**src/design/line_pkg.sv**
```systemverilog
package line_pkg;

	// one line code word, sync header in the top two bits.
	typedef logic [9:0] word_t;

	// sync headers.
	localparam logic [1:0] hdr_data = 2'b01;
	localparam logic [1:0] hdr_ctrl = 2'b10;

	// field carried in the low five bits of an idle word.
	localparam logic [4:0] idle_field = 5'b10101;

	// control opcodes, bits 7:5 of a control word.
	typedef enum logic [2:0] {
		ctrl_idle  = 3'b000,
		ctrl_start = 3'b101,
		ctrl_stop  = 3'b110
	} ctrl_op_e;

	// gearbox phases.
	// each is named after the word whose bits go out in that cycle.
	// ph_word3 is the reset and wait phase.
	typedef enum logic [2:0] {
		ph_word3,
		ph_word4,
		ph_word0,
		ph_word1,
		ph_word2
	} gear_phase_e;

endpackage

```
**src/design/data_scrambler.sv**
```systemverilog
`timescale 1ns/1ps

module data_scrambler (
	input  logic           clk,
	input  logic           rst_n,
	input  logic           data_strobe,
	input  logic [7:0]     data_byte,
	input  logic           frame_start,
	output line_pkg::word_t data_word,
	output logic           data_word_strobe
);

	import line_pkg::*;

	// lfsr seed for reset and frame start.
	localparam logic [6:0] lfsr_init = 7'h7f;

	logic [6:0] lfsr;
	logic [6:0] lfsr_seed;
	logic [6:0] lfsr_next;
	logic [7:0] key;

	// frame start reloads the lfsr before this cycle's byte is scrambled.
	assign lfsr_seed = frame_start ? lfsr_init : lfsr;

	// eight steps of x^7+x^6+1, first new bit lands in the byte msb.
	always_comb begin
		lfsr_next = lfsr_seed;
		for (int i = 7; i >= 0; i--) begin
			key[i] = lfsr_next[6] ^ lfsr_next[5];
			lfsr_next = {lfsr_next[5:0], key[i]};
		end
	end

	// lfsr and strobe.
	always_ff @(posedge clk or negedge rst_n) begin
		if (!rst_n) begin
			lfsr             <= lfsr_init;
			data_word_strobe <= 1'b0;
		end else begin
			data_word_strobe <= data_strobe;
			// only a data byte advances the keystream.
			if (data_strobe) begin
				lfsr <= lfsr_next;
			end else begin
				lfsr <= lfsr_seed;
			end
		end
	end

	// word payload, one cycle after the strobe.
	always_ff @(posedge clk) begin
		if (data_strobe) begin
			data_word <= {hdr_data, data_byte ^ key};
		end
	end

endmodule

```
**src/design/frame_ctrl_encoder.sv**
```systemverilog
`timescale 1ns/1ps

module frame_ctrl_encoder (
	input  logic               clk,
	input  logic               rst_n,
	input  logic               data_strobe,
	input  logic               ctrl_strobe,
	input  line_pkg::ctrl_op_e ctrl_op,
	output line_pkg::word_t    ctrl_word,
	output logic               ctrl_word_strobe,
	output logic               frame_start
);

	import line_pkg::*;

	// frame state.
	typedef enum logic {
		st_out,
		st_in
	} frame_state_e;

	frame_state_e state;
	logic [4:0]   byte_count;
	logic [4:0]   ctrl_field;

	// low field of the control word, chosen by opcode.
	always_comb begin
		case (ctrl_op)
			ctrl_start: ctrl_field = 5'd0;
			ctrl_stop:  ctrl_field = byte_count;
			default:    ctrl_field = idle_field;
		endcase
	end

	// frame state, byte count and strobes.
	always_ff @(posedge clk or negedge rst_n) begin
		if (!rst_n) begin
			state            <= st_out;
			byte_count       <= 5'd0;
			ctrl_word_strobe <= 1'b0;
			frame_start      <= 1'b0;
		end else begin
			ctrl_word_strobe <= ctrl_strobe;
			frame_start      <= 1'b0;
			// count wraps at 32.
			if (data_strobe && state == st_in) begin
				byte_count <= byte_count + 5'd1;
			end
			if (ctrl_strobe) begin
				case (ctrl_op)
					// a start inside a frame restarts it.
					ctrl_start: begin
						state       <= st_in;
						byte_count  <= 5'd0;
						frame_start <= 1'b1;
					end
					ctrl_stop: begin
						state <= st_out;
					end
					default: begin
						state <= state;
					end
				endcase
			end
		end
	end

	// word payload.
	always_ff @(posedge clk) begin
		if (ctrl_strobe) begin
			ctrl_word <= {hdr_ctrl, ctrl_op, ctrl_field};
		end
	end

endmodule

```
**src/design/word_fifo.sv**
```systemverilog
`timescale 1ns/1ps

module word_fifo #(
	parameter int fifo_depth = 8,
	parameter int fill_start = 4
) (
	input  logic            clk,
	input  logic            rst_n,
	input  line_pkg::word_t data_word,
	input  logic            data_word_strobe,
	input  line_pkg::word_t ctrl_word,
	input  logic            ctrl_word_strobe,
	input  logic            fifo_rd_en,
	output line_pkg::word_t fifo_rd_data,
	output logic            fifo_ready,
	output logic            overflow
);

	import line_pkg::*;

	localparam int ptr_w = (fifo_depth > 1) ? $clog2(fifo_depth) : 1;
	localparam int lvl_w = $clog2(fifo_depth + 1);

	word_t              mem [fifo_depth];
	logic [ptr_w-1:0]   wr_ptr;
	logic [ptr_w-1:0]   rd_ptr;
	logic [lvl_w-1:0]   level;
	word_t              wr_word;
	logic               wr_req;
	logic               empty;
	logic               full;
	logic               do_wr;
	logic               do_rd;

	// circular pointer step.
	function automatic logic [ptr_w-1:0] ptr_inc(input logic [ptr_w-1:0] ptr);
		if (ptr == ptr_w'(fifo_depth - 1)) begin
			return '0;
		end
		return ptr + 1'b1;
	endfunction

	// encoders never strobe in the same cycle.
	assign wr_req  = data_word_strobe | ctrl_word_strobe;
	assign wr_word = ctrl_word_strobe ? ctrl_word : data_word;
	assign empty   = (level == '0);
	assign full    = (level == lvl_w'(fifo_depth));
	assign do_rd   = fifo_rd_en & ~empty;
	// a read in the same cycle frees a slot.
	assign do_wr   = wr_req & (~full | do_rd);

	// storage.
	always_ff @(posedge clk) begin
		if (do_wr) begin
			mem[wr_ptr] <= wr_word;
		end
	end

	// pointers, level, flags and read register.
	always_ff @(posedge clk or negedge rst_n) begin
		if (!rst_n) begin
			wr_ptr       <= '0;
			rd_ptr       <= '0;
			level        <= '0;
			fifo_ready   <= 1'b0;
			overflow     <= 1'b0;
			fifo_rd_data <= '0;
		end else begin
			if (do_wr) begin
				wr_ptr <= ptr_inc(wr_ptr);
			end
			if (do_rd) begin
				rd_ptr <= ptr_inc(rd_ptr);
			end
			case ({do_wr, do_rd})
				2'b10:   level <= level + 1'b1;
				2'b01:   level <= level - 1'b1;
				default: level <= level;
			endcase
			// sticky until reset.
			if (level >= lvl_w'(fill_start)) begin
				fifo_ready <= 1'b1;
			end
			// dropped write.
			if (wr_req && !do_wr) begin
				overflow <= 1'b1;
			end
			// empty read gives an idle word.
			if (fifo_rd_en) begin
				fifo_rd_data <= empty ? {hdr_ctrl, ctrl_idle, idle_field} : mem[rd_ptr];
			end
		end
	end

endmodule

```
**src/design/gearbox_10to8.sv**
```systemverilog
`timescale 1ns/1ps

module gearbox_10to8 (
	input  logic            clk,
	input  logic            rst_n,
	input  logic            fifo_ready,
	output logic            fifo_rd_en,
	input  line_pkg::word_t fifo_rd_data,
	output logic [7:0]      line_out,
	output logic            line_active
);

	import line_pkg::*;

	gear_phase_e phase;
	// leftover bits of the previous word, left in the low end.
	logic [7:0]  temp_buf;

	// five phases pack four words into five bytes.
	// fifo_rd_en is registered, so a read set up in one phase
	// delivers its word two phases later.
	always_ff @(posedge clk or negedge rst_n) begin
		if (!rst_n) begin
			phase       <= ph_word3;
			fifo_rd_en  <= 1'b0;
			temp_buf    <= 8'h00;
			line_out    <= 8'h00;
			line_active <= 1'b0;
		end else begin
			case (phase)
				// six bits left plus top two of word 3.
				ph_word3: begin
					line_out <= {temp_buf[5:0], fifo_rd_data[9:8]};
					temp_buf <= fifo_rd_data[7:0];
					// wait here until the fifo has filled.
					if (fifo_ready) begin
						phase      <= ph_word4;
						fifo_rd_en <= 1'b1;
					end else begin
						fifo_rd_en <= 1'b0;
					end
				end
				// rest of word 3, no new word used.
				ph_word4: begin
					line_out   <= temp_buf;
					temp_buf   <= 8'h00;
					fifo_rd_en <= 1'b1;
					phase      <= ph_word0;
				end
				// top eight bits of word 0 start an aligned group.
				ph_word0: begin
					line_out    <= fifo_rd_data[9:2];
					temp_buf    <= {6'd0, fifo_rd_data[1:0]};
					fifo_rd_en  <= 1'b1;
					line_active <= 1'b1;
					phase       <= ph_word1;
				end
				// two left plus six of word 1.
				ph_word1: begin
					line_out   <= {temp_buf[1:0], fifo_rd_data[9:4]};
					temp_buf   <= {4'd0, fifo_rd_data[3:0]};
					fifo_rd_en <= 1'b1;
					phase      <= ph_word2;
				end
				// four left plus six of word 2, skip one read.
				ph_word2: begin
					line_out   <= {temp_buf[3:0], fifo_rd_data[9:6]};
					temp_buf   <= {2'd0, fifo_rd_data[5:0]};
					fifo_rd_en <= 1'b0;
					phase      <= ph_word3;
				end
				default: begin
					fifo_rd_en <= 1'b0;
					phase      <= ph_word3;
				end
			endcase
		end
	end

endmodule

```
**src/design/line_coder_top.sv**
```systemverilog
`timescale 1ns/1ps

module line_coder_top #(
	parameter int fifo_depth = 8,
	parameter int fill_start = 4
) (
	input  logic               clk,
	input  logic               rst_n,
	input  logic               data_strobe,
	input  logic [7:0]         data_byte,
	input  logic               ctrl_strobe,
	input  line_pkg::ctrl_op_e ctrl_op,
	output logic [7:0]         line_out,
	output logic               line_active,
	output logic               overflow
);

	import line_pkg::*;

	// encoder to fifo.
	word_t data_word;
	logic  data_word_strobe;
	word_t ctrl_word;
	logic  ctrl_word_strobe;
	// frame state lives in the control encoder only.
	logic  frame_start;
	// fifo to gearbox.
	word_t fifo_rd_data;
	logic  fifo_rd_en;
	logic  fifo_ready;

	data_scrambler data_scrambler_inst (
		.clk              (clk),
		.rst_n            (rst_n),
		.data_strobe      (data_strobe),
		.data_byte        (data_byte),
		.frame_start      (frame_start),
		.data_word        (data_word),
		.data_word_strobe (data_word_strobe)
	);

	frame_ctrl_encoder frame_ctrl_encoder_inst (
		.clk              (clk),
		.rst_n            (rst_n),
		.data_strobe      (data_strobe),
		.ctrl_strobe      (ctrl_strobe),
		.ctrl_op          (ctrl_op),
		.ctrl_word        (ctrl_word),
		.ctrl_word_strobe (ctrl_word_strobe),
		.frame_start      (frame_start)
	);

	word_fifo #(
		.fifo_depth (fifo_depth),
		.fill_start (fill_start)
	) word_fifo_inst (
		.clk              (clk),
		.rst_n            (rst_n),
		.data_word        (data_word),
		.data_word_strobe (data_word_strobe),
		.ctrl_word        (ctrl_word),
		.ctrl_word_strobe (ctrl_word_strobe),
		.fifo_rd_en       (fifo_rd_en),
		.fifo_rd_data     (fifo_rd_data),
		.fifo_ready       (fifo_ready),
		.overflow         (overflow)
	);

	gearbox_10to8 gearbox_10to8_inst (
		.clk          (clk),
		.rst_n        (rst_n),
		.fifo_ready   (fifo_ready),
		.fifo_rd_en   (fifo_rd_en),
		.fifo_rd_data (fifo_rd_data),
		.line_out     (line_out),
		.line_active  (line_active)
	);

endmodule

```
**config.mk**
```make
export PLATFORM = sky130hd
export DESIGN_NAME = line_coder_top
export DESIGN_NICKNAME = d
export VERILOG_FILES = /design/src/design/line_pkg.sv /design/src/design/data_scrambler.sv /design/src/design/frame_ctrl_encoder.sv /design/src/design/word_fifo.sv /design/src/design/gearbox_10to8.sv /design/src/design/line_coder_top.sv
export SDC_FILE = /design/constraint.sdc
export NUM_CORES = 1
export LEC_CHECK = 0
export ABC_AREA = 0
export BUFFER_PORTS_ARGS = -buffer_cell sky130_fd_sc_hd__buf_2
export CORE_ASPECT_RATIO = 0.8
export CORE_MARGIN = 2
export CORE_UTILIZATION = 50
export CTS_CLUSTER_DIAMETER = 200
export DETAILED_ROUTE_END_ITERATION = 6
export PLACE_DENSITY = 0.74
export RECOVER_POWER = 25
export SYNTH_ARGS = -nofsm -noshare
export SYNTH_HDL_FRONTEND = slang
export SYNTH_SLANG_ARGS = --single-unit
```
**constraint.sdc**
```tcl
create_clock -name clk -period 5.45 [get_ports clk]
set_clock_uncertainty 0.2 [all_clocks]
set_input_delay 0.2725 -clock clk [delete_from_list [all_inputs] [get_ports clk]]
set_output_delay 0.2725 -clock clk [all_outputs]
set_load 0.02 [all_outputs]
```
==> run_results.csv <==
group,metric,value,unit
timing,whs,0.256,ns
timing,relSlewSlack,18.5,%
cts,cts_tree,"built",
timing,fin_crit,3.00,ns
timing,finalSetupViolCount,0,
cts,cts_buffers,17,
cts,htree_levels,4,
synth,synthArstFlopShare,38.1,%
final_layout,final_common_cell,"edfxtp_1",
worst_setup_path,crit_family,"simple AND/OR/NAND/NOR gates",
drt,wl_per_cell,17.7,um
global_routing,grt-ovfl-total,0,
global_routing,use_met1,26.4,%
global_routing,grt_pass1_wl,21.3,mm
cts,cts_resized,0,
global_routing,grt_max_degree,60,
power_and_ir_drop,power.total,0.00473,W
run_status,status,"complete, no violations",
timing,slew_viol_final,0,
cts,cts.clk_slew.worst_paths,0.06,ns
worst_setup_path,cp-startpoint,"gearbox_10to8_inst.fifo_rd_en",
drt,postRouteAntennaNets,0,
hold_path,holdPathEnd,"gearbox_10to8_inst.line_active",
placed_design,io_buffer_count,24,
timing,fmax,0.334,GHz
worst_setup_path,cp.required,5.27,ns
synth,ys_warn_count,0,
worst_setup_path,endpoint_kind,"flip-flop",
drt,via_per_inst,5.72,
worst_setup_path,worst-path-buf-inv,0,
synth,synthAdderAreaFrac,1.59,%
floorplanning,die_y,108,um
synth,synthFlopType,"edfxtp_1",
placed_design,dp_cells,677,
timing,rsz0062_at_grt,"no",
synth,synth.ff_latch_count,155,
final_layout,syn_to_final_growth,14.0,%
global_routing,grt_use_total,19.2,%
synth,synth-simple-area-share,7.92,%
floorplanning,io_pins,25,
cts,numClockSinks,155,
cts,cts_setup_buffers,0,
synth,synth_edf_count,96,
timing,tns,0,ns
worst_setup_path,critical_path.startpoint_type,"flip-flop",
drt,dr.pass1.iters,5,
synth,synth.area.mux_share,11.0,%
worst_setup_path,worstPathMaxFanout,23,
drt,dr_total_vias,4136,
worst_setup_path,slowest_delay,1.04,ns
worst_setup_path,worstRegToRegCells,3,
worst_setup_path,reg2reg_slack,2.45,ns
floorplanning,start_util,51.8,%
power_and_ir_drop,vdd_drop_max,0.410,mV
global_routing,busiest_layer,"met2",
timing,timing.final.crit_share,55.0,%
hold_path,hold_depth,1,
synth,synth_top_family_by_area,"multiplexers",
global_routing,grt_use_met2,31.1,%
hold_path,hold_path.class,"flip-flop to flip-flop",
synth,syn-num-nets,521,
drt,drc,0,
drt,drt_iter0_drc,368,
synth,synth_area,6760,um2
synth,syn_area_per_cell,13.6,um2
final_layout,fin_util,59.1,%
cts,insertion_delay,0.41,ns
timing,hold_violations,0,
final_layout,fin_nets,558,
floorplanning,fp-row-count,37,
synth,synth-xor-area-share,2.98,%
worst_setup_path,r2r_end,"word_fifo_inst.mem[1][5]",
synth,synth_compound_area_share,9.38,%
cts,clockBufferDepth,2,
worst_setup_path,critPathKind,"flip-flop to flip-flop",
timing,tightest_slew,1.22,ns
worst_setup_path,regToRegStartpoint,"gearbox_10to8_inst.fifo_rd_en",
global_routing,first_global_vias,4114,
power_and_ir_drop,powerDensity,613,nW/um2
final_layout,fin_cells,723,
worst_setup_path,critPathArrivalTime,2.82,ns
floorplanning,die_x,134,um
global_routing,met3_usage,4.17,%
worst_setup_path,worstPathCellList,"nand3b_1 -> nand2_1 -> nor4b_2",
global_routing,antenna_found_initial,0,
final_layout,mostFrequentLayoutCells,"edfxtp_1 (96), dfrtp_1 (51), mux2i_1 (47)",
cts,cts_root_buf,"clkbuf_16",
hold_path,min_from,"gearbox_10to8_inst.line_active",
synth,synthesis.instances,498,
synth,yosysSeqAreaShare,64.6,%
worst_setup_path,critPathSlowestCell,"nor4b_2",
power_and_ir_drop,p_leak,3.01,nW
synth,synth_cell_types,54,
placed_design,hpwl,8.30,mm
placed_design,routabilityCongestion,0.787,
floorplanning,core_area,13100,um2
floorplanning,die_area,14500,um2
drt,routed_wl,12.8,mm
final_layout,layout-drive-gt1-share,16.1,%
final_layout,n_antenna_cell,0,
run,drv_cap,0,
## state kept, by name, summed over array words and instances, names as in the netlist, 4 cells and up
register and count:
word_fifo_inst.mem 80, word_fifo_inst.fifo_rd_data 10, data_scrambler_inst.data_word 8, frame_ctrl_encoder_inst.ctrl_word 8, gearbox_10to8_inst.line_out 8, gearbox_10to8_inst.temp_buf 8, data_scrambler_inst.lfsr 7, frame_ctrl_encoder_inst.byte_count 5
word_fifo_inst.level 4
## worst reg2reg max path, delay by kind of cell (launching register included)
kind,cells,cell delay [ns]
AND/OR/NAND/NOR,3,1.54
flip-flops,1,0.88
## how the worst max path moves through the flow
stage | end | slack [ns] | depth (start not counted)
5_1_grt | word_fifo_inst.mem[1][3] | 2.20 | 3
6_report | word_fifo_inst.mem[1][5] | 2.45 | 3
3_3_place_gp | word_fifo_inst.mem[0][8] | 2.69 | 3
4_1_cts | word_fifo_inst.mem[0][6] | 2.40 | 3
3_5_place_dp | word_fifo_inst.mem[1][5] | 2.50 | 3
2_1_floorplan | word_fifo_inst.mem[1][0] | 2.81 | 4
## logic make-up after synthesis
family	Yosys count
flops	155
simple gates	115
compound gates	91
mux	67
buf+inv	39
xor+xnor	23
fa+ha+maj	8
## Yosys cell counts, types with 5 or more instances
library cell	n	area share [%]
xor2_1	12	1.6
dfstp_2	7	2.7
dfrtp_1	52	19
o21ai_0	20	1.5
a22o_1	5	0.65
nor2b_1	7	0.65
ha_1	7	1.3
a21oi_1	9	0.67
mux2_2	16	2.7
inv_1	11	0.61
mux2i_1	47	7.0
nand3_1	8	0.59
edfxtp_1	96	43
nor2_1	34	1.9
nor3_1	8	0.59
a22oi_1	15	1.7
xnor2_1	11	1.4
nand2_1	40	2.2
buf_2	6	0.44
o22ai_1	8	0.74
a221oi_1	7	0.91
clkbuf_1	13	0.72
## report_power, final
group          internal [W]  leakage, nW  switching, W
Combinational      0.000708         1.17      0.000893
Clock              0.000619        0.268      0.000458
Sequential          0.00172         1.57      0.000328
## cell type report
cell class / count / area (um2)
Clock buffer: 21 / 472
Clock inverter: 11 / 66.3
Fill cell: 1039 / 5340
Inverter: 12 / 45.0
Multi-Input combinational cell: 304 / 2240
Sequential cell: 155 / 4370
Tap cell: 175 / 219
Timing Repair Buffer: 45 / 302
## stage by stage
stage | setup WS [ns] | cell area [um2]
after global placement | 2.69 | 7040
after CTS | 2.40 | 7710
final | 2.45 | 7710
after detailed placement | 2.50 | 7040
after global routing | 2.20 | 7710
after floorplan | 2.81 | 6760
## layer usage
metal	up-vias	part of all wire (%)
met5	-	0
met4	0	0.84
met3	10	4.1
met2	109	48
met1	2073	47
li1	1944	-
## repair_timing
action / 4_1_cts / 5_1_grt
hold endpoints to repair: 68 / 0
setup endpoints to repair: 0 / 0
hold buffers: 13 / 0
Power figures use the tool's default switching activity.
